[config.mk]
export PLATFORM = sky130hd
export DESIGN_NAME = lightOutPort
export DESIGN_NICKNAME = d
export VERILOG_FILES = /design/src/logic/lightPkg.sv /design/src/logic/lightOutPort.sv
export SDC_FILE = /design/constraint.sdc
export NUM_CORES = 1
export LEC_CHECK = 0
export CAP_MARGIN = 20
export CORE_MARGIN = 2
export CORE_UTILIZATION = 54
export DETAILED_ROUTE_END_ITERATION = 6
export DONT_BUFFER_PORTS = 1
export PLACE_DENSITY = 0.71
export SLEW_MARGIN = 20
export SYNTH_ARGS = -nofsm -noshare
export SYNTH_HDL_FRONTEND = slang
export SYNTH_SLANG_ARGS = --single-unit
[constraint.sdc]
create_clock -name Clock -period 0.8 [get_ports Clock]
set_clock_uncertainty 0.1 [all_clocks]
set_input_delay 0.08 -clock Clock [delete_from_list [all_inputs] [get_ports Clock]]
set_output_delay 0.08 -clock Clock [all_outputs]
set_load 0.005 [all_outputs]
[src/logic/lightPkg.sv]
`default_nettype none

package lightPkg;

    localparam int dataWidth = 32;  // Data and instruction word

    // Primary opcodes in bits 31:26
    typedef enum logic [5:0] {
        opReg   = 6'b000000,  // Register ALU group with op in function field
        opJmp   = 6'b010000,
        opAddi  = 6'b100000,
        opSubi  = 6'b100001,
        opSli   = 6'b110110,
        opLoad  = 6'b111001,
        opStore = 6'b111010,
        opBez   = 6'b111101
    } opcodeT;

    // Matches the function field of register instructions
    typedef enum logic [3:0] {
        aluAdd = 4'd0,
        aluSub = 4'd1,
        aluAnd = 4'd2,
        aluOr  = 4'd3,
        aluXor = 4'd4,
        aluSll = 4'd5,
        aluSrl = 4'd6,
        aluCe  = 4'd8   // Compare equal gives 1 or 0
    } aluOpT;

    // Register form computes rd = rs1 op rs2
    typedef struct packed {
        opcodeT      opcode;
        logic [4:0]  rd;
        logic [4:0]  rs1;
        logic [4:0]  rs2;
        logic [10:0] func;  // Only low 4 bits decoded
    } regFieldsT;

    // Immediate form used also by load, store and bez
    typedef struct packed {
        opcodeT             opcode;
        logic [4:0]         rd;
        logic [4:0]         rs1;
        logic signed [15:0] imm;
    } immFieldsT;

    // Jump offset spans rd, rs1 and imm of the immediate view
    typedef union packed {
        regFieldsT regView;
        immFieldsT immView;
    } instrT;

    // Stores with this address bit set go to the LED port
    localparam int portAddrBit = 31;

endpackage

`default_nettype wire
[src/logic/lightOutPort.sv]
`timescale 1ns/100ps
`default_nettype none

module lightOutPort (
    input  wire logic                            Clock,
    input  wire logic                            arstN,
    input  wire logic                            portWrite,
    input  wire logic [lightPkg::dataWidth-1:0]  portData,
    output logic [lightPkg::dataWidth-1:0]       ledOut,
    output logic                                 ledStrobe
);

    always_ff @(posedge Clock or negedge arstN) begin
        if (!arstN) begin
            ledOut    <= '0;  // LEDs dark after reset
            ledStrobe <= 1'b0;
        end else begin
            if (portWrite)
                ledOut <= portData;
            ledStrobe <= portWrite;  // Marks a fresh value
        end
    end

endmodule

`default_nettype wire

==> qor.txt <==
Fin crit share: 1.45
Endpoints failing setup: 65
Dpl cell area: 1580 µm²
Clock share of power: 0.232
GPL Wtd Cong: 0.589
Routed wl met3: 239 µm
Share of power burned in registers: 0.500
Design area: 2320 µm²
CTS tree: done
Pin count of the biggest net entering global routing: 34
Die width: 54.4 µm
Crit path top cell by count: buf_6
WL final: 4.32 mm
Status: finished with violations
Critical path peak fanout: 2
Initial core utilization: 0.563
Crit start category: flop
Switching Share: 0.252
Crit-path max cell delay: 420 ps
Die ar.: 2960 µm²
Clock Latency Late Sink: 330 ps
DR DRC count: 0
Hold-fix buffers, CTS: 32
Setup Total Neg Slack: -14570 ps
Synth cell types: 5
Via count of the first global-routing pass: 966
NetSw: 1.01 mW
Min Hold Slack: -677 ps
Num CTS Buffers: 5
Least-Margin Pin Slew: 170 ps
Top FF cell, synth: dfrtp_1
Yosys top cell by area: dfrtp_1
Num Clock Sinks: 33
N_diodes: 0
Clock tree buffer depth: 2
Top cell type's share of synthesized area: 0.603
Port bufs: 0
Unrepaired setup endpoints after global routing: yes
Total number of vias: 952
Combinational group share of total power: 0.268
Layout Nets: 196
Register bit total from synthesis: 33
Routed length per instance: 22.5 µm
DR vias/cell: 4.96
Number of cell rows: 18
Clk slew on worst S/H paths: 110 ps
Fin util: 0.952
CP cell instances: buf_6, buf_6
Cells after synthesis: 69
DRT iter0 DRCs: 15
Max_slew headroom: 0.886
Setup WS post-layout: -357 ps
Worst Path Required: 620 ps
Total grt overflow: 0
Hold Path Class: in -> async
Seq/Total Area, Yosys: 0.603
Final hold viol count: 66
First-pass GRT wire length: 4.91 mm
Area growth, synth to finish: 69.0%
CTS root buffer: clkbuf_4
Fraction of layout cells with a size suffix above 1: 0.593
Antenna Nets Post-Route: 0
Area contributors post-synth: dfrtp_1 60%, mux2_4 33%, buf_12 4.4%
Top-count cell post-synth: dfrtp_1
F_max: 864 MHz
CP Capture Type: primary output
Antenna violations before repair: 0
Async set-reset flop share out of synthesis: 1.00
Peak supply drop: 2.11 mV
Hpwl dp: 1.56 mm
Fillers: 50
P per Cell Area: 1720 nW/µm²
Max cap viols: 0
Mapped Nets: 104
Top Layer Used: met4
Slew Viols, Final: 0
Critical Path AT: 980 ps
DR WL met2: 2.32 mm
Leakage power: 1.14 nW
1st-pass router iterations: 4
Core Area: 2430 µm²
Pint: 2.99 mW
Synth Area per Inst: 19.9 µm²
Ports: 68
Number of enable flip-flop cells after synthesis: 0
Ys Warns: 0
Cell Area, Synth: 1370 µm²
WL met1: 1.67 mm
CTS HTree Levels: 2
Overall routing resource usage: 0.254
CP max-delay cell: dfrtp_1
Top post-synthesis cells by count: 33 x dfrtp_1, 30 x mux2_4, 3 x buf_12
Failing checks: hold timing, setup timing
Die boundary height: 54.4 µm
Final min period: 1160 ps
Worst Path Class, Setup: reg -> out
-- final cells by class --
cell class	count	area, µm²	area share
tap	30	37.5	0.0162
multi-input combinational	32	473	0.204
timing repair buffer	89	928	0.401
clock buffer	6	41.3	0.0178
clock inverter	2	10.0	0.00432
sequential	33	826	0.357
-- layer usage --
| metal | GRT usage | up-vias |
|---|---|---|
| met5 | 0 | - |
| met3 | 0.0956 | 8 |
| met2 | 0.418 | 50 |
| met1 | 0.311 | 472 |
| li1 | - | 422 |
| met4 | 0.0750 | 0 |
-- power by group through the flow --
stage	registers, mW	logic [mW]	clock network, mW
after floorplan	1.96	0.332	0
after detailed placement	1.96	0.559	0
after CTS	1.95	0.903	0.898
final	2.00	1.07	0.926
after global routing	2.01	1.12	1.01
after global placement	1.95	0.548	0
-- logic make-up after synthesis --
logic type,Yosys count,synth area share
flip-flops,33,0.603
buffers and inverters,4,0.0521
multiplexers,32,0.345
-- per-stage QoR --
step / total power [mW] / hold WS, ps / setup WS [ps] / cells
after floorplan: 2.29 / -316 / -48.3 / 69
after global placement: 2.49 / -315 / -48.5 / 128
after detailed placement: 2.51 / -315 / -62.4 / 128
after CTS: 3.75 / -683 / -335 / 183
after global routing: 4.14 / -704 / -371 / 192
final: 3.99 / -677 / -357 / 192
-- what timing repair did --
item	in CTS	in global routing
setup endpoints to repair	65	65
gates resized for setup	34	14
setup buffers	15	9
hold endpoints to repair	66	66
-- critical path, delay by kind of cell, from the launching register on --
family	cells	cell delay [ps]
buffers and inverters	2	230
DFF	1	420
-- flip-flops by register name, indices dropped and copies added (netlist names) --
signal / cells
ledStrobe: 1
ledOut: 32
-- cell usage in the layout (no fill, tap or decap) --
| cell type | Yosys | final |
|---|---|---|
| clkbuf_4 | 0 | 5 |
| dfrtp_1 | 33 | 33 |
| buf_6 | 1 | 48 |
| clkbuf_1 | 0 | 1 |
| dlygate4sd3_1 | 0 | 32 |
| clkinv_2 | 0 | 2 |
| mux2_4 | 30 | 30 |
| mux2_2 | 2 | 2 |
| buf_4 | 0 | 9 |
-- worst paths after layout --
check | cells past startpoint | from | slack, ps | to
max | 2 | ledOut[31] | -360 | ledOut[31]
max in group asynchronous | 0 | arstN | 1190 | ledOut[31]
min in group Clock | 0 | portWrite | -310 | ledStrobe
max reg2reg | 2 | ledOut[14] | -250 | ledOut[14]
min reg2reg | 1 | ledOut[16] | 460 | ledOut[16]
min | 0 | arstN | -680 | ledOut[25]
No activity file was read; power rests on OpenSTA's default activity.
