**config.mk**
```make
export PLATFORM = sky130hd
export DESIGN_NAME = lightMemory
export DESIGN_NICKNAME = d
export VERILOG_FILES = /design/src/logic/lightPkg.sv /design/src/logic/lightMemory.sv
export SDC_FILE = /design/constraint.sdc
export NUM_CORES = 2
export LEC_CHECK = 0
export BUFFER_PORTS_ARGS = -buffer_cell sky130_fd_sc_hd__buf_2
export CORE_ASPECT_RATIO = 1.2
export CORE_UTILIZATION = 38
export CTS_CLUSTER_DIAMETER = 30
export CTS_CLUSTER_SIZE = 10
export DETAILED_ROUTE_END_ITERATION = 8
export SETUP_SLACK_MARGIN = 0.5
export SLEW_MARGIN = 20
export SYNTH_ARGS = -nofsm -noshare
export SYNTH_HDL_FRONTEND = slang
export SYNTH_SLANG_ARGS = --single-unit
```
**constraint.sdc**
```tcl
create_clock -name Clock -period 4.8 [get_ports Clock]
set_input_delay 0.72 -clock Clock [delete_from_list [all_inputs] [get_ports Clock]]
set_output_delay 0.72 -clock Clock [all_outputs]
set_load 0.005 [all_outputs]
```
**src/logic/lightPkg.sv**
```systemverilog
`default_nettype none

package lightPkg;

    localparam int dataWidth = 32;  // Data and instruction word

    // Primary opcodes in bits 31:26
    typedef enum logic [5:0] {
        opReg   = 6'b000000,  // Register ALU group with op in function field
        opJmp   = 6'b010000,
        opAddi  = 6'b100000,
        opSubi  = 6'b100001,
        opSli   = 6'b110110,
        opLoad  = 6'b111001,
        opStore = 6'b111010,
        opBez   = 6'b111101
    } opcodeT;

    // Matches the function field of register instructions
    typedef enum logic [3:0] {
        aluAdd = 4'd0,
        aluSub = 4'd1,
        aluAnd = 4'd2,
        aluOr  = 4'd3,
        aluXor = 4'd4,
        aluSll = 4'd5,
        aluSrl = 4'd6,
        aluCe  = 4'd8   // Compare equal gives 1 or 0
    } aluOpT;

    // Register form computes rd = rs1 op rs2
    typedef struct packed {
        opcodeT      opcode;
        logic [4:0]  rd;
        logic [4:0]  rs1;
        logic [4:0]  rs2;
        logic [10:0] func;  // Only low 4 bits decoded
    } regFieldsT;

    // Immediate form used also by load, store and bez
    typedef struct packed {
        opcodeT             opcode;
        logic [4:0]         rd;
        logic [4:0]         rs1;
        logic signed [15:0] imm;
    } immFieldsT;

    // Jump offset spans rd, rs1 and imm of the immediate view
    typedef union packed {
        regFieldsT regView;
        immFieldsT immView;
    } instrT;

    // Stores with this address bit set go to the LED port
    localparam int portAddrBit = 31;

endpackage

`default_nettype wire
```
**src/logic/lightMemory.sv**
```systemverilog
`timescale 1ns/100ps
`default_nettype none

module lightMemory #(
    parameter int memAddrWidth = 6
) (
    input  wire logic                            Clock,
    input  wire logic                            arstN,
    input  wire logic                            memRead,
    input  wire logic                            memWrite,
    input  wire logic [memAddrWidth-1:0]         memAddr,
    input  wire logic [lightPkg::dataWidth-1:0]  memWData,
    input  wire logic                            loadEn,
    input  wire logic [memAddrWidth-1:0]         loadAddr,
    input  wire logic [lightPkg::dataWidth-1:0]  loadData,
    output logic [lightPkg::dataWidth-1:0]       readData,
    output logic                                 readDone,
    output logic                                 writeDone
);

    logic [lightPkg::dataWidth-1:0] mem [2**memAddrWidth];

    // Single write port where the program loader has priority
    always_ff @(posedge Clock) begin
        if (loadEn)
            mem[loadAddr] <= loadData;
        else if (memWrite)
            mem[memAddr] <= memWData;
        if (memRead)
            readData <= mem[memAddr];
    end

    // One-cycle done pulses one clock after the strobe
    always_ff @(posedge Clock or negedge arstN) begin
        if (!arstN) begin
            readDone  <= 1'b0;
            writeDone <= 1'b0;
        end else begin
            readDone  <= memRead;
            writeDone <= memWrite;
        end
    end

endmodule

`default_nettype wire

```
==> results.tsv <==
stage	metric	value	unit
synth	register area share after synthesis	78.9	%
cts	H-tree depth	5	
routing	DRC errors left	0	
sta	RSZ-0062 raised after global routing	false	
setup_path	CP required	5.36	ns
cts	CTS Sinks	2082	
sta	worst-case hold slack	0.111	ns
global_route	Global Route Usage Sum	20.4	%
routing	DR pass1 iterations	6	
run_status	run status	finished, final reports clean	
synth	Post-Synthesis Cells	3383	
placed_design	routability congestion estimate	0.798	
die	io pins	115	
pwr	internal power	38.0	mW
global_route	vias in the first global route	39960	
final_layout	share of cells above drive strength 1	35.8	%
die	FP Rows	183	
sta	final setup vio count	0	
die	Die Y	502	microns
global_route	pin count of the biggest net entering global routing	89	
sta	final hold violation count	0	
die	core area	207000	sq um
synth	Area contributors post-synth	edfxtp_1 (79%), mux4_2 (15%), a22oi_1 (1.2%), mux2i_1 (0.88%), o221ai_1 (0.61%)	
synth	ys flop type	edfxtp_1	
placed_design	IO buf count	114	
final_layout	Layout Cells excl Fill	6901	
cts	Worst-Skew Late Latency	0.94	ns
pwr	static leakage	30.9	nW
setup_path	RR Startpoint	mem[15][21]	
synth	Yosys top cell area share	78.9	%
routing	Metal-1 WL	84200	microns
job	Max Cap Viol	0	
setup_path	worst setup path startpoint	memWrite	
routing	metal2 WL	107000	microns
final_layout	fin nets	3941	
placed_design	placed wire-length estimate	126000	microns
synth	most frequent cells after synthesis	edfxtp_1 (2080), mux4_2 (512), a22oi_1 (126)	
setup_path	Worst Setup EP	mem[5][18]	
die	die area	210000	sq um
sta	minimum clock period	3.56	ns
synth	Cell Area, Synth	79200	sq um
die	Initial Utilization	38.2	%
pwr	Comb power frac	4.8	%
worst_hold_path	Hold Path Class	in2async	
cts	CTS tree	done	
synth	post-synthesis register bit count	2082	
die	Die X-Extent	419	microns
setup_path	reg2reg path depth	4	
cts	Longest Clk Path Bufs	4	
final_layout	area grow syn2layout	22.3	%
routing	sum of routed wire length over all layers	214000	microns
pwr	overall power	48.1	mW
pwr	maximum VDD drop	0.374	mV
cts	Root Driver	clkbuf_16	
synth	count leader, synth	edfxtp_1	
synth	number of synthesized flops with an enable pin	2080	
cts	total CTS buffers	352	
routing	DR iter-0 viols	4505	
routing	Vias	38980	
global_route	initial antenna violation count	22	
sta	fmax	281	MHz
placed_design	dpl cells	6279	
sta	max-slew violation count	0	
synth	ys async rst share	0.0961	%
synth	Yosys cell types	39	
synth	Synth area leader	edfxtp_1	
setup_path	Crit path arrival time	4.13	ns
routing	routed length per instance	31.0	microns
pwr	Clk pwr share	52.5	%
synth	syn_area_per_cell	23.4	sq um
routing	top sig layer	met5	
setup_path	Reg2Reg Setup Slack	2.25	ns
setup_path	worst reg2reg endpoint	readData[21]	
setup_path	Startpoint Class	input pin	
global_route	grt ovf	0	
global_route	global-route wire length before repair	301000	microns
pwr	Psw	10.1	mW
cts	clock transition at the registers of the reported paths	0.05	ns
sta	Fin Clk Skew	0.0543	ns
synth	Post-Syn Nets	3464	
pwr	switching share of power	21.0	%
sta	setup_tns	0	ns
routing	routed length on met3	16200	microns
cts	post_cts resized	0	
pwr	PD cells	497	nW/um^2
setup_path	critical path class	in2reg	
sta	normalized max-slew margin	21.5	%
pwr	share of power burned in registers	42.7	%
setup_path	Setup crit end kind	register	
sta	post-route clock period utilization	74.2	%
final_layout	fin util	46.8	%
synth	yosys warns	0	
routing	routed vias/inst	5.65	
setup_path	crit path max fanout	21	
sta	worst slew pin tran	1.18	ns
routing	remaining antenna violation count	0	
[cells in the final DEF, fill, tap and decap left out, types with 38 or more instances in the layout]
cell       Yosys  final
clkbuf_16      0    360
mux4_2       512    512
nor2_4         0     65
buf_4         16    154
clkbuf_1      79     38
buf_2         65    111
clkinv_2       0     43
a21oi_1       65     65
mux2i_1       70     70
bufinv_16      0     59
edfxtp_1    2080   2080
o221ai_1      55     55
nand3_1       60     60
a22oi_1      126    126
[routing by layer]
layer | global-route usage [%] | vias up
met3 | 4.18 | 329
met1 | 27.0 | 21191
li1 | - | 15707
met4 | 6.44 | 8
met2 | 33.8 | 1745
met5 | 0 | -
[cell type report]
class,count,area [sq um]
Fill cell,16719,110000
Clock buffer,398,9150
Clock inverter,212,2760
Tap cell,2775,3470
Timing Repair Buffer,310,2620
Multi-Input combinational cell,1112,16300
Inverter,2,7.51
Antenna cell,10,25.0
Sequential cell,2082,62500
[critical path, stage by stage]
cell           delay (ns)
dlygate4sd3_1        0.52
buf_2                0.22
nor2b_4              0.65
mux2i_1              0.44
nand2_1              0.51
nor2_4               0.56
buf_4                0.46
[through the flow]
step           setup slack, ns  cell area [sq um]
2_1_floorplan            0.827              79200
3_3_place_gp             0.869              84800
3_5_place_dp             0.893              84900
4_1_cts                   1.30              96800
5_1_grt                   1.10              96900
6_report                  1.24              96900
[power groups by stage]
stage          Sequential [mW]  Combinational (mW)  Clock [mW]
5_1_grt                   20.6                2.43        26.3
3_3_place_gp              20.9                2.30           0
6_report                  20.5                2.32        25.2
4_1_cts                   20.6                2.34        25.5
2_1_floorplan             20.9                1.24           0
3_5_place_dp              20.9                2.34           0
[worst min path at each step]
stage	from	to	slack (ns)	depth (start not counted)
floorplan	arstN	readDone	0.42	0
global placement	arstN	writeDone	0.51	1
detailed placement	arstN	readDone	0.52	1
CTS	arstN	readDone	0.05	2
global route	arstN	writeDone	0.07	2
finish	arstN	readDone	0.11	2
[kinds of logic (layout without fill, tap and decap cells)]
group	after synthesis	after routing	share of synthesized area, %
other	0	10	0
buffers and inverters	189	922	1.12
and+or+nand+nor	193	193	1.17
muxes	622	622	16.0
AOI/OAI and AO/OA	297	297	2.78
DFF	2082	2082	78.9
[sequential cells by signal (all words and copies together), names as in the netlist]
signal     count
readData      32
writeDone      1
mem         2048
readDone       1
[timing repair]
action                    4_1_cts  5_1_grt
hold buffers                    2        0
setup buffers                   0        0
hold endpoints to repair        3        0
Power figures use the tool's default switching activity.
