$ cat src/logic/lightPkg.sv
`default_nettype none

package lightPkg;

    localparam int dataWidth = 32;  // Data and instruction word

    // Primary opcodes in bits 31:26
    typedef enum logic [5:0] {
        opReg   = 6'b000000,  // Register ALU group with op in function field
        opJmp   = 6'b010000,
        opAddi  = 6'b100000,
        opSubi  = 6'b100001,
        opSli   = 6'b110110,
        opLoad  = 6'b111001,
        opStore = 6'b111010,
        opBez   = 6'b111101
    } opcodeT;

    // Matches the function field of register instructions
    typedef enum logic [3:0] {
        aluAdd = 4'd0,
        aluSub = 4'd1,
        aluAnd = 4'd2,
        aluOr  = 4'd3,
        aluXor = 4'd4,
        aluSll = 4'd5,
        aluSrl = 4'd6,
        aluCe  = 4'd8   // Compare equal gives 1 or 0
    } aluOpT;

    // Register form computes rd = rs1 op rs2
    typedef struct packed {
        opcodeT      opcode;
        logic [4:0]  rd;
        logic [4:0]  rs1;
        logic [4:0]  rs2;
        logic [10:0] func;  // Only low 4 bits decoded
    } regFieldsT;

    // Immediate form used also by load, store and bez
    typedef struct packed {
        opcodeT             opcode;
        logic [4:0]         rd;
        logic [4:0]         rs1;
        logic signed [15:0] imm;
    } immFieldsT;

    // Jump offset spans rd, rs1 and imm of the immediate view
    typedef union packed {
        regFieldsT regView;
        immFieldsT immView;
    } instrT;

    // Stores with this address bit set go to the LED port
    localparam int portAddrBit = 31;

endpackage

`default_nettype wire
$ cat src/logic/lightRegFile.sv
`timescale 1ns/100ps
`default_nettype none

module lightRegFile (
    input  wire logic                            Clock,
    input  wire logic                            arstN,
    input  wire logic [4:0]                      rdAddrA,
    input  wire logic [4:0]                      rdAddrB,
    input  wire logic                            wrEn,
    input  wire logic [4:0]                      wrAddr,
    input  wire logic [lightPkg::dataWidth-1:0]  wrData,
    output logic [lightPkg::dataWidth-1:0]       rdDataA,
    output logic [lightPkg::dataWidth-1:0]       rdDataB
);

    logic [lightPkg::dataWidth-1:0] regs [32];

    always_ff @(posedge Clock or negedge arstN) begin
        if (!arstN) begin
            for (int i = 0; i < 32; i++)
                regs[i] <= '0;
        end else if (wrEn && wrAddr != 5'd0) begin  // R0 stays zero
            regs[wrAddr] <= wrData;
        end
    end

    // Asynchronous read ports
    assign rdDataA = regs[rdAddrA];
    assign rdDataB = regs[rdAddrB];

endmodule

`default_nettype wire

$ cat config.mk
export PLATFORM = sky130hd
export DESIGN_NAME = lightRegFile
export DESIGN_NICKNAME = d
export VERILOG_FILES = /design/src/logic/lightPkg.sv /design/src/logic/lightRegFile.sv
export SDC_FILE = /design/constraint.sdc
export NUM_CORES = 2
export LEC_CHECK = 0
export BUFFER_PORTS_ARGS = -buffer_cell sky130_fd_sc_hd__buf_2
export CAP_MARGIN = 5
export CORE_MARGIN = 8
export CORE_UTILIZATION = 55
export DETAILED_ROUTE_END_ITERATION = 7
export GPL_ROUTABILITY_DRIVEN = 0
export GPL_TIMING_DRIVEN = 0
export PLACE_DENSITY = 0.73
export SLEW_MARGIN = 25
export SYNTH_ARGS = -nofsm -noshare
export SYNTH_HDL_FRONTEND = slang
export SYNTH_SLANG_ARGS = --single-unit
$ cat constraint.sdc
create_clock -name Clock -period 2.2 [get_ports Clock]
set_input_delay 0.33 -clock Clock [delete_from_list [all_inputs] [get_ports Clock]]
set_output_delay 0.33 -clock Clock [all_outputs]
set_load 0.01 [all_outputs]
==> results.py <==
metrics = {
    "power": {
        "power.total_mw": 56.59,
        "p_leak_nw": 30.74,
        "max-vdd-ir-drop_uv": 685.6,
        "powerDensity_nw_per_um2": 870.1,
    },
    "timing": {
        "holdWs_ns": 0.01972,
        "grt_setup_unrepaired": "true",
        "worstMarginPinSlew_ns": 0.7313,
        "hold_viol": 0,
        "maxSlewHeadroom": 0.5124,
        "finClkSkew_ns": 0,
        "max_freq_mhz": 387.5,
        "drv_slew": 0,
        "period_minus_slack_ns": 2.581,
        "worst_slack_ns": -0.3806,
        "finalSetupViolCount": 64,
        "fin_crit_sh": 1.173,
    },
    "critical_path": {
        "path_class": "reg -> out",
        "rr_worst_depth": 2,
        "critPathRequiredTime_ns": 1.87,
        "end_kind": "output port",
        "ff2ff_setup_slack_ns": 1.28,
        "crit_fanout": 3,
        "cp_cell_sequence": "mux2i_1 -> a22o_1 -> nor3_4 -> a31oi_1 -> nand3_2 -> buf_6",
        "r2r-end": "regs[921]$_DFFE_PN0P_",
        "r2r_start": "regs[921]$_DFFE_PN0P_",
        "critPathSlowestCell": "dfrtp_1",
        "start_kind": "register",
        "cp.arrival_ns": 2.25,
        "cpPeakStageDelay_ns": 0.39,
    },
    "cts": {
        "cts_tree": "yes",
        "clock_latency_ns": 0.70,
        "numCtsBuffers": 111,
        "cts_sinks": 1024,
        "cts.clk_slew.worst_paths_ns": 0.07,
        "htree_levels": 3,
        "cts_root_buf": "clkbuf_16",
        "cts_buffer_depth": 3,
    },
    "finish": {
        "area_growth_syn_to_layout_pct": 16.26,
        "layout-drive-gt1-share": 0.3565,
        "final_common_cell": "dfrtp_1",
        "top_register": "regs",
        "largest_register_ffs": 1024,
        "instances_no_fill": 6325,
        "reg.largest.list": "regs (1024)",
        "mostFrequentLayoutCells": "1024 x dfrtp_1, 1022 x mux2i_1, 953 x mux2_2, 209 x nand2_1",
        "stdcell_area_um2": 65040,
        "nets": 4916,
    },
    "synthesis": {
        "avgSynthCellArea_um2": 12.16,
        "syn_inst": 4601,
        "ys_seq_elements": 1024,
        "syn_nets": 4651,
        "synth_seq_area_share": 0.4581,
        "synthDistinctLibCells": 28,
        "synth_warnings": 0,
        "syn_area_um2": 55940,
    },
    "placement": {
        "pre_cts_ws_ns": -1.446,
        "dp.cells": 6092,
        "port-buffer-count": 111,
        "dpl.hpwl_um": 147300,
        "place_area_um2": 58550,
    },
    "worst_hold_path": {
        "whs_path_depth": 2,
        "hp-start": "wrData[10]",
        "min_path_type": "in -> reg",
        "holdPathEnd": "regs[10]$_DFFE_PN0P_",
    },
    "drt": {
        "ant_nets": 0,
        "routed_wl_um": 200000,
        "drt_iter0_markers": 5042,
        "wire_per_inst_um": 31.61,
        "drc": 0,
        "vias": 42210,
        "dr.pass1.iters": 6,
        "viasPerCell": 6.674,
    },
    "floorplanning": {
        "pin_count": 114,
        "row_count": 117,
        "start_util": 0.5522,
        "fp.dieW_um": 334.9,
        "die_area_um2": 112200,
        "die_h_um": 334.9,
        "core_um2": 101300,
    },
    "global_routing": {
        "grt_use_total": 0.3451,
        "grt_start_max_net_pins": 131,
        "grt_antenna_before_repair": 8,
        "overflow": 0,
        "grt_pass1_wl_um": 284200,
        "grt_pass1_vias": 42280,
    },
    "run_status": {
        "violations": "negative setup slack",
        "status": "finished with violations",
    },
    "run": {
        "drv_cap": 0,
    },
}
-- cell usage after synthesis, drive strengths merged --
cell type | n | area, µm²
nor3b | 4 | 45.05
buf | 249 | 1674
and3b | 1 | 8.760
nor2 | 19 | 191.4
a31oi | 64 | 400.4
a22oi | 192 | 1441
nand3b | 4 | 30.03
mux2i | 1024 | 10250
nor3 | 65 | 325.3
mux2 | 992 | 11170
or3b | 1 | 11.26
nand3 | 194 | 970.9
a21oi | 192 | 960.9
and3 | 1 | 6.260
dfrtp | 1024 | 25620
clkbuf | 224 | 840.8
and2 | 2 | 12.51
nor2b | 4 | 25.02
a22o | 128 | 1121
nand2b | 4 | 25.02
nand2 | 210 | 788.3
or2 | 3 | 18.77
-- kinds of logic (layout without fill, tap and decap cells) --
family | Yosys count | after routing | share of synthesized area
compound gates | 576 | 576 | 0.07014
mux | 2016 | 2016 | 0.3829
flops | 1024 | 1024 | 0.4581
buf+inv | 473 | 823 | 0.04496
simple gates | 512 | 512 | 0.04395
other cells | 0 | 6 | 0
-- power by group --
part / internal [mW] / total [mW] / switching, mW / leakage [nW]
sequential: 22.4 / 25.2 / 2.81 / 13.1
combinational: 5.99 / 12.2 / 6.23 / 15.8
clock: 11.2 / 19.1 / 7.90 / 1.81
total: 39.7 / 56.6 / 16.9 / 30.7
-- timing repair --
| item | 4_1_cts | 5_1_grt |
|---|---|---|
| hold endpoints to repair | 417 | 0 |
| cloned | 0 | 2 |
| pin swaps | 116 | 72 |
| gates resized for setup | 573 | 66 |
| endpoints found under the setup margin | 64 | 198 |
| setup buffers | 9 | 6 |
| hold buffers | 15 | 0 |
-- worst max-delay path, delay by kind of cell (launching register included) --
family / cells / cell delay, ns
and+or+nand+nor: 2 / 0.33
buffers and inverters: 1 / 0.21
muxes: 1 / 0.16
DFF: 1 / 0.39
AOI/OAI and AO/OA: 2 / 0.45
-- worst max path at each step --
stage / end / startpoint / cells past startpoint / slack (ns)
finish: rdDataB[25] / regs[953]$_DFFE_PN0P_ / 6 / -0.38
global route: rdDataA[25] / regs[921]$_DFFE_PN0P_ / 6 / -0.39
CTS: rdDataB[25] / regs[953]$_DFFE_PN0P_ / 6 / -0.30
detailed placement: rdDataB[28] / rdAddrB[0] / 9 / -1.45
global placement: regs[899]$_DFFE_PN0P_ / arstN / 1 / -21.60
floorplan: rdDataA[11] / rdAddrA[1] / 8 / 0.30
-- layout make-up --
class,count,area [µm²]
tap,1368,1712
clock buffer,175,3411
fill,7863,36270
clock inverter,23,282.8
timing repair buffer,155,1454
sequential,1024,25620
multi-input combinational,3104,28980
buffer,470,3561
antenna,6,15.01
-- metal layers --
metal | part of all wire | vias up | global-route usage
li1 | - | 17520 | -
met5 | 0.00014 | - | 0
met1 | 0.39 | 21730 | 0.4487
met2 | 0.42 | 2361 | 0.4915
met4 | 0.083 | 4 | 0.2382
met3 | 0.11 | 604 | 0.1056
-- through the flow --
| stage | utilization | TNS (ns) |
|---|---|---|
| finish | 0.6420 | -15.53 |
| global route | 0.6419 | -17.43 |
| CTS | 0.6386 | -13.87 |
| detailed placement | 0.5779 | -85.30 |
| global placement | 0.5746 | - |
| floorplan | - | 0 |
No activity file was read; power rests on OpenSTA's default activity.
