===== config.mk =====
export PLATFORM = sky130hd
export DESIGN_NAME = lightSequencer
export DESIGN_NICKNAME = d
export VERILOG_FILES = /design/src/logic/lightPkg.sv /design/src/logic/lightSequencer.sv
export SDC_FILE = /design/constraint.sdc
export NUM_CORES = 1
export LEC_CHECK = 0
export ABC_AREA = 0
export BUFFER_PORTS_ARGS = -buffer_cell sky130_fd_sc_hd__buf_2
export CELL_PAD_IN_SITES_DETAIL_PLACEMENT = 2
export CELL_PAD_IN_SITES_GLOBAL_PLACEMENT = 2
export CORE_UTILIZATION = 30
export CTS_CLUSTER_DIAMETER = 40
export CTS_CLUSTER_SIZE = 30
export DETAILED_ROUTE_END_ITERATION = 10
export GPL_TIMING_DRIVEN = 1
export PLACE_DENSITY_LB_ADDON = 0.1
export SYNTH_ARGS = -nofsm -noshare
export SYNTH_HDL_FRONTEND = slang
export SYNTH_SLANG_ARGS = --single-unit
export TNS_END_PERCENT = 30

===== constraint.sdc =====
create_clock -name Clock -period 6.11 [get_ports Clock]
set_input_delay 0.3055 -clock Clock [delete_from_list [all_inputs] [get_ports Clock]]
set_output_delay 0.3055 -clock Clock [all_outputs]
set_load 0.01 [all_outputs]

===== src/logic/lightPkg.sv =====
`default_nettype none

package lightPkg;

    localparam int dataWidth = 32;  // Data and instruction word

    // Primary opcodes in bits 31:26
    typedef enum logic [5:0] {
        opReg   = 6'b000000,  // Register ALU group with op in function field
        opJmp   = 6'b010000,
        opAddi  = 6'b100000,
        opSubi  = 6'b100001,
        opSli   = 6'b110110,
        opLoad  = 6'b111001,
        opStore = 6'b111010,
        opBez   = 6'b111101
    } opcodeT;

    // Matches the function field of register instructions
    typedef enum logic [3:0] {
        aluAdd = 4'd0,
        aluSub = 4'd1,
        aluAnd = 4'd2,
        aluOr  = 4'd3,
        aluXor = 4'd4,
        aluSll = 4'd5,
        aluSrl = 4'd6,
        aluCe  = 4'd8   // Compare equal gives 1 or 0
    } aluOpT;

    // Register form computes rd = rs1 op rs2
    typedef struct packed {
        opcodeT      opcode;
        logic [4:0]  rd;
        logic [4:0]  rs1;
        logic [4:0]  rs2;
        logic [10:0] func;  // Only low 4 bits decoded
    } regFieldsT;

    // Immediate form used also by load, store and bez
    typedef struct packed {
        opcodeT             opcode;
        logic [4:0]         rd;
        logic [4:0]         rs1;
        logic signed [15:0] imm;
    } immFieldsT;

    // Jump offset spans rd, rs1 and imm of the immediate view
    typedef union packed {
        regFieldsT regView;
        immFieldsT immView;
    } instrT;

    // Stores with this address bit set go to the LED port
    localparam int portAddrBit = 31;

endpackage

`default_nettype wire

===== src/logic/lightSequencer.sv =====
`timescale 1ns/100ps
`default_nettype none

module lightSequencer #(
    parameter int memAddrWidth = 6
) (
    input  wire logic                            Clock,
    input  wire logic                            arstN,
    input  wire logic                            run,
    output logic                                 memRead,
    output logic                                 memWrite,
    output logic [memAddrWidth-1:0]              memAddr,
    output logic [lightPkg::dataWidth-1:0]       memWData,
    input  wire logic [lightPkg::dataWidth-1:0]  readData,
    input  wire logic                            readDone,
    input  wire logic                            writeDone,
    output logic                                 portWrite,
    output logic [lightPkg::dataWidth-1:0]       portData,
    output logic [4:0]                           rdAddrA,
    output logic [4:0]                           rdAddrB,
    input  wire logic [lightPkg::dataWidth-1:0]  rdDataA,
    input  wire logic [lightPkg::dataWidth-1:0]  rdDataB,
    output logic                                 wrEn,
    output logic [4:0]                           wrAddr,
    output logic [lightPkg::dataWidth-1:0]       wrData,
    output lightPkg::aluOpT                      aluOp,
    output logic [lightPkg::dataWidth-1:0]       opA,
    output logic [lightPkg::dataWidth-1:0]       opB,
    input  wire logic [lightPkg::dataWidth-1:0]  result,
    input  wire logic                            zero
);

    localparam logic [2:0] sIdle = 3'd0, sFetchReq = 3'd1, sFetchWait = 3'd2, sDecode = 3'd3;
    localparam logic [2:0] sExecute = 3'd4, sMemReq = 3'd5, sMemWait = 3'd6, sWriteback = 3'd7;

    logic [2:0]                      state;
    logic [memAddrWidth-1:0]         pc;
    lightPkg::instrT                 ir;
    logic [lightPkg::dataWidth-1:0]  regA, regB;  // Operands latched in decode
    logic [lightPkg::dataWidth-1:0]  resultReg;   // ALU result or load data
    lightPkg::opcodeT                opcode;
    logic                            isLoad, isStore, isJmp, isBez, isAlu;
    logic                            portSel, memDone, endInstr;
    logic [lightPkg::dataWidth-1:0]  immExt, jmpOff;
    logic [memAddrWidth-1:0]         pcPlus1, pcNext;

    assign opcode  = ir.immView.opcode;
    assign isLoad  = (opcode == lightPkg::opLoad);
    assign isStore = (opcode == lightPkg::opStore);
    assign isJmp   = (opcode == lightPkg::opJmp);
    assign isBez   = (opcode == lightPkg::opBez);
    assign isAlu   = (opcode == lightPkg::opReg) || (opcode == lightPkg::opAddi) ||
                     (opcode == lightPkg::opSubi) || (opcode == lightPkg::opSli);

    assign immExt = {{16{ir.immView.imm[15]}}, ir.immView.imm};
    assign jmpOff = {{6{ir.immView.rd[4]}}, ir.immView.rd, ir.immView.rs1, ir.immView.imm};

    // Branch and jump targets are relative to the next instruction
    assign pcPlus1 = pc + 1'b1;
    always_comb begin
        if (isJmp)
            pcNext = pcPlus1 + jmpOff[memAddrWidth-1:0];
        else if (isBez && zero)
            pcNext = pcPlus1 + immExt[memAddrWidth-1:0];
        else
            pcNext = pcPlus1;
    end

    // Store takes base from rd and data from rs1
    assign rdAddrA = isStore ? ir.immView.rd : ir.regView.rs1;
    assign rdAddrB = isStore ? ir.regView.rs1 : ir.regView.rs2;

    assign opA = regA;
    always_comb begin
        case (opcode)
            lightPkg::opReg:  opB = regB;
            lightPkg::opBez:  opB = '0;  // Pass rs1 through so zero flag decides
            default:          opB = immExt;
        endcase
    end

    always_comb begin
        case (opcode)
            lightPkg::opReg:  aluOp = lightPkg::aluOpT'(ir.regView.func[3:0]);
            lightPkg::opSubi: aluOp = lightPkg::aluSub;
            lightPkg::opSli:  aluOp = lightPkg::aluSll;
            lightPkg::opBez:  aluOp = lightPkg::aluOr;
            default:          aluOp = lightPkg::aluAdd;  // Addi and address calc
        endcase
    end

    // Memory and port requests
    assign portSel   = resultReg[lightPkg::portAddrBit];
    assign memRead   = (state == sFetchReq) || (state == sMemReq && isLoad);
    assign memWrite  = (state == sMemReq) && isStore && !portSel;
    assign portWrite = (state == sMemReq) && isStore && portSel;
    assign memAddr   = (state == sFetchReq) ? pc : resultReg[memAddrWidth-1:0];
    assign memWData  = regB;
    assign portData  = regB;
    assign memDone   = isLoad ? readDone : (portSel || writeDone);  // Port has no done

    assign wrEn   = (state == sWriteback);
    assign wrAddr = ir.regView.rd;
    assign wrData = resultReg;

    assign endInstr = (state == sExecute && !isAlu && !isLoad && !isStore) ||
                      (state == sMemWait && isStore && memDone) ||
                      (state == sWriteback);

    always_ff @(posedge Clock or negedge arstN) begin
        if (!arstN) begin
            state <= sIdle;
            pc    <= '0;
        end else begin
            case (state)
                sIdle:      if (run) state <= sFetchReq;
                sFetchReq:  state <= sFetchWait;
                sFetchWait: if (readDone) state <= sDecode;
                sDecode:    state <= sExecute;
                sExecute: begin
                    pc <= pcNext;
                    if (isLoad || isStore)
                        state <= sMemReq;
                    else if (isAlu)
                        state <= sWriteback;
                end
                sMemReq:    state <= sMemWait;
                sMemWait:   if (isLoad && memDone) state <= sWriteback;
                default:    ;  // Writeback only ends the instruction
            endcase
            if (endInstr) begin
                state <= run ? sFetchReq : sIdle;
                if (!run)
                    pc <= '0;  // Restart program from address 0
            end
        end
    end

    always_ff @(posedge Clock) begin
        if (state == sFetchWait && readDone)
            ir <= readData;
        if (state == sDecode) begin
            regA <= rdDataA;
            regB <= rdDataB;
        end
        if (state == sExecute)
            resultReg <= result;
        else if (state == sMemWait && isLoad && readDone)
            resultReg <= readData;
    end

endmodule

`default_nettype wire


==> impl_results.html <==
<table>
<tr><th>Metric</th><th>Value</th></tr>
<tr><th colspan="2">Yosys</th></tr>
<tr><td>Count of distinct cell types in the synthesized netlist</td><td>46</td></tr>
<tr><td>Number of synthesized flops with an enable pin</td><td>128</td></tr>
<tr><td>Yosys synthesis warning count</td><td>0</td></tr>
<tr><td>Synthesized netlist cell count</td><td>395</td></tr>
<tr><td>Average cell area after synthesis</td><td>15.26 um^2</td></tr>
<tr><td>Async S/R FF share, synth</td><td>0.06569</td></tr>
<tr><td>Top flip-flop cell by instance count after synthesis</td><td>sky130_fd_sc_hd__edfxtp_1</td></tr>
<tr><td>Combined area of all synthesized cells</td><td>6027 um^2</td></tr>
<tr><td>Post-synthesis register bit count</td><td>137</td></tr>
<tr><td>Synthesized Nets</td><td>536</td></tr>
<tr><td>Part of the Yosys area used for sequential elements</td><td>0.6751</td></tr>
<tr><th colspan="2">Job</th></tr>
<tr><td>Max capacitance violation total</td><td>0</td></tr>
<tr><th colspan="2">Floorplan</th></tr>
<tr><td>Top-level I/O count</td><td>323</td></tr>
<tr><td>Die X-Extent</td><td>143.7 um</td></tr>
<tr><td>Total Die Area</td><td>20660 um^2</td></tr>
<tr><td>Initial standard-cell utilization of the core</td><td>0.3077</td></tr>
<tr><td>Number of rows in the core area</td><td>51</td></tr>
<tr><td>Core outline area</td><td>19590 um^2</td></tr>
<tr><td>Vertical extent of the die</td><td>143.7 um</td></tr>
<tr><th colspan="2">Routing</th></tr>
<tr><td>Number of nets with antenna violations after detailed routing</td><td>0</td></tr>
<tr><td>Final routed DRC violation total</td><td>0</td></tr>
<tr><td>Number of vias in the routed layout</td><td>4434</td></tr>
<tr><td>Number of vias per cell after detailed routing</td><td>4.566</td></tr>
<tr><td>Drt wl/cell</td><td>21.25 um</td></tr>
<tr><td>Detailed Routing Iterations Pass 1</td><td>4</td></tr>
<tr><td>Final WL</td><td>20630 um</td></tr>
<tr><td>Starting DRC count in detailed routing</td><td>137</td></tr>
<tr><th colspan="2">STA</th></tr>
<tr><td>Normalized max-slew margin</td><td>0.3855</td></tr>
<tr><td>Final Setup Violations</td><td>0</td></tr>
<tr><td>Setup repair after global routing missed its margin</td><td>no</td></tr>
<tr><td>Max-slew violation count</td><td>0</td></tr>
<tr><td>Setup TNS</td><td>0 ns</td></tr>
<tr><td>Slew at the pin with the worst max-slew slack</td><td>0.9218 ns</td></tr>
<tr><td>Tcrit/Tclk final</td><td>0.5673</td></tr>
<tr><td>Final hold vios</td><td>0</td></tr>
<tr><td>Min Tclk post-route</td><td>3.466 ns</td></tr>
<tr><td>Largest clock skew in the final design</td><td>0.01292 ns</td></tr>
<tr><td>Worst-case hold slack</td><td>0.04918 ns</td></tr>
<tr><td>FMAX</td><td>288.5 MHz</td></tr>
<tr><th colspan="2">Setup path</th></tr>
<tr><td>Arrival time at the worst endpoint</td><td>3.16 ns</td></tr>
<tr><td>Worst EP required</td><td>5.80 ns</td></tr>
<tr><td>CP startpoint kind</td><td>register</td></tr>
<tr><td>Register-to-register path setup slack</td><td>3.41 ns</td></tr>
<tr><td>Crit path capture type</td><td>output port</td></tr>
<tr><td>Start of the worst register-to-register path</td><td>state[2]$_DFFE_PN0P_</td></tr>
<tr><td>Number of cells on the worst reg-to-reg path</td><td>7</td></tr>
<tr><td>Worst flop-to-flop path endpoint</td><td>pc[5]$_DFF_PN0_</td></tr>
<tr><td>Crit path max fanout</td><td>37</td></tr>
<tr><td>Crit Path Class</td><td>reg2out</td></tr>
<tr><th colspan="2">Global routing</th></tr>
<tr><td>GRT overflow</td><td>0</td></tr>
<tr><td>Met2 usage</td><td>0.3776</td></tr>
<tr><td>Via count of the first global-routing pass</td><td>4871</td></tr>
<tr><td>Largest net degree at the start of global routing</td><td>65</td></tr>
<tr><td>Top Usage Layer GRT</td><td>met2</td></tr>
<tr><td>Global-route track usage on met3</td><td>0.07797</td></tr>
<tr><td>Antenna violations before repair</td><td>8</td></tr>
<tr><td>Met1 track demand over resource</td><td>0.2125</td></tr>
<tr><td>Global-route usage over all layers</td><td>0.2042</td></tr>
<tr><td>Wire length of the first global-routing pass</td><td>29710 um</td></tr>
<tr><th colspan="2">Clock tree</th></tr>
<tr><td>Buffers from clock root to sink, at most</td><td>2</td></tr>
<tr><td>Clock tree from TritonCTS</td><td>built</td></tr>
<tr><td>Number of CTS-inserted buffers</td><td>17</td></tr>
<tr><td>Clk slew on worst S/H paths</td><td>0.07 ns</td></tr>
<tr><td>Clock Root Buffer</td><td>sky130_fd_sc_hd__clkbuf_16</td></tr>
<tr><td>Number of levels the H-tree was split into</td><td>4</td></tr>
<tr><td>Clock latency of the later-clocked register in the worst-skew pair</td><td>0.43 ns</td></tr>
<tr><td>TritonCTS sink count</td><td>137</td></tr>
<tr><th colspan="2">Pwr</th></tr>
<tr><td>Net Sw Frac</td><td>0.3406</td></tr>
<tr><td>Total power per unit cell area</td><td>430.6 nW/um^2</td></tr>
<tr><td>Logic pwr share</td><td>0.293</td></tr>
<tr><td>Power after layout</td><td>0.003581 W</td></tr>
<tr><td>Peak supply drop</td><td>0.2035 mV</td></tr>
<tr><td>Internal</td><td>0.002361 W</td></tr>
<tr><td>Switching pwr</td><td>0.001220 W</td></tr>
<tr><td>Part of the power in the clock network</td><td>0.297</td></tr>
<tr><td>Sequential Power Share</td><td>0.410</td></tr>
<tr><td>Leakage</td><td>3.628 nW</td></tr>
<tr><th colspan="2">Placement</th></tr>
<tr><td>Gpl congestion</td><td>0.7594</td></tr>
<tr><td>Instance area at placement</td><td>7691 um^2</td></tr>
<tr><td>Buffers on Ports</td><td>322</td></tr>
<tr><td>Instance count after placement with tap cells included</td><td>934</td></tr>
<tr><td>Total half-perimeter wirelength after legalization and detailed placement</td><td>16010 um</td></tr>
<tr><th colspan="2">Min path</th></tr>
<tr><td>Cells on Worst Hold Path</td><td>1</td></tr>
<tr><td>Worst hold path type</td><td>in2reg</td></tr>
<tr><td>Terminating pin of the worst hold path</td><td>memWData[11]$_DFFE_PP_</td></tr>
<tr><td>Origin of the worst min-delay path</td><td>rdDataB[11]</td></tr>
<tr><th colspan="2">Final layout</th></tr>
<tr><td>Combined flip-flop and latch cell area</td><td>4069 um^2</td></tr>
<tr><td>Total area of multi-input combinational cells</td><td>1612 um^2</td></tr>
<tr><td>Fraction of layout instances using a drive strength above 1</td><td>0.5926</td></tr>
<tr><td>Cell Count, Final, Fillers Out</td><td>971</td></tr>
<tr><td>Area added between synthesis and finish</td><td>37.97%</td></tr>
<tr><td>Final net count</td><td>830</td></tr>
<tr><td>Filler cell count in the final layout</td><td>2057</td></tr>
<tr><td>Final design area excluding fillers</td><td>8315 um^2</td></tr>
<tr><th colspan="2">Run status</th></tr>
<tr><td>Outcome</td><td>completed</td></tr>
</table>
worst max-delay path: stages (launching register included):
cell and delay (ns):
sky130_fd_sc_hd__edfxtp_1 0.48, sky130_fd_sc_hd__or4_4 0.60, sky130_fd_sc_hd__nor3_4 0.11, sky130_fd_sc_hd__buf_4 0.41, sky130_fd_sc_hd__nor2_2 0.28, sky130_fd_sc_hd__and2_1 0.46, sky130_fd_sc_hd__a21o_1 0.26, sky130_fd_sc_hd__buf_2 0.13
cell usage after synthesis (all sizes together), types with 4 or more instances:
master / n / area, um^2
edfxtp: 128 / 3844
mux2: 49 / 551.8
buf: 40 / 299.0
a21o: 21 / 157.7
a22o: 16 / 140.1
nand2: 16 / 60.06
nor2: 15 / 58.81
clkbuf: 13 / 48.80
dfrtp: 9 / 225.2
a21oi: 8 / 40.04
inv: 8 / 30.03
o21ai: 7 / 35.03
ha: 6 / 75.07
nand3: 6 / 30.03
a211oi: 5 / 37.54
and2: 4 / 25.02
mux2i: 4 / 40.04
nand2b: 4 / 25.02
xnor2: 4 / 35.03
per-stage QoR:
step	utilization	worst slack [ns]
after floorplan	-	2.235
after global placement	0.3926	3.216
after detailed placement	0.3926	3.090
after CTS	0.4240	2.585
after global routing	0.4241	2.470
final	0.4245	2.644
how the worst max path moves through the flow:
stage	endpoint	cells after the start	slack, ns	start
finish	opB[27]	7	2.64	ir[27]$_DFFE_PP_
global route	opB[27]	7	2.47	ir[27]$_DFFE_PP_
CTS	opB[15]	7	2.58	ir[27]$_DFFE_PP_
detailed placement	opB[15]	7	3.09	ir[27]$_DFFE_PP_
global placement	opB[28]	7	3.22	ir[27]$_DFFE_PP_
floorplan	memWData[0]$_DFFE_PP_	3	2.23	state[0]$_DFFE_PN0P_
logic make-up (layout without fill, tap and decap cells):
group / after synthesis / count (layout) / synth area share
buffers and inverters: 61 / 368 / 0.06270
AOI/OAI and AO/OA: 69 / 69 / 0.08491
adders and majority gates: 7 / 7 / 0.01578
xor gates and xnor gates: 7 / 7 / 0.01017
other: 0 / 4 / 0
muxes: 53 / 53 / 0.09819
and+or+nand+nor: 61 / 61 / 0.05315
DFF: 137 / 137 / 0.6751
power by group through the flow:
stage | combinational, W | sequential (W) | clock, W
floorplan | 0.000622 | 0.00150 | 0
global placement | 0.00104 | 0.00148 | 0
detailed placement | 0.00107 | 0.00149 | 0
CTS | 0.00107 | 0.00147 | 0.00109
global route | 0.00114 | 0.00150 | 0.00112
finish | 0.00105 | 0.00147 | 0.00107
placed cells by master (no fill, tap or decap), types with 7 or more instances in the layout:
master / synthesis / final
sky130_fd_sc_hd__nand2_1: 16 / 16
sky130_fd_sc_hd__buf_2: 2 / 322
sky130_fd_sc_hd__edfxtp_1: 128 / 128
sky130_fd_sc_hd__mux2_2: 49 / 49
sky130_fd_sc_hd__clkbuf_16: 0 / 17
sky130_fd_sc_hd__dfrtp_1: 9 / 9
sky130_fd_sc_hd__a21o_1: 21 / 21
sky130_fd_sc_hd__inv_1: 8 / 8
sky130_fd_sc_hd__a22o_1: 16 / 16
sky130_fd_sc_hd__o21ai_0: 7 / 7
sky130_fd_sc_hd__a21oi_1: 8 / 7
sky130_fd_sc_hd__nor2_1: 14 / 12
flip-flops by register name, indices dropped and copies added (netlist names):
name,count
wrData,32
ir,32
opA,32
pc,6
state,3
memWData,32
what timing repair did:
item | 4_1_cts | 5_1_grt
gates resized for setup | 0 | 0
buffers inserted | 0 | 0
hold buffers | 1 | 0
endpoints found under the hold margin | 9 | 0
metal layers:
metal	part of all wire	vias up
li1	-	2053
met1	0.36	2214
met2	0.55	148
met3	0.074	15
met4	0.010	4
met5	0.0015	-
area by class of cell:
type,instances,share of cell area
tap,265,0.03987
sequential,137,0.4893
antenna,4,0.001204
multi-input combinational,197,0.1938
clock buffer,18,0.05161
clock inverter,14,0.02107
timing repair buffer,328,0.1995
inverter,8,0.003611
Power figures use the tool's default switching activity.
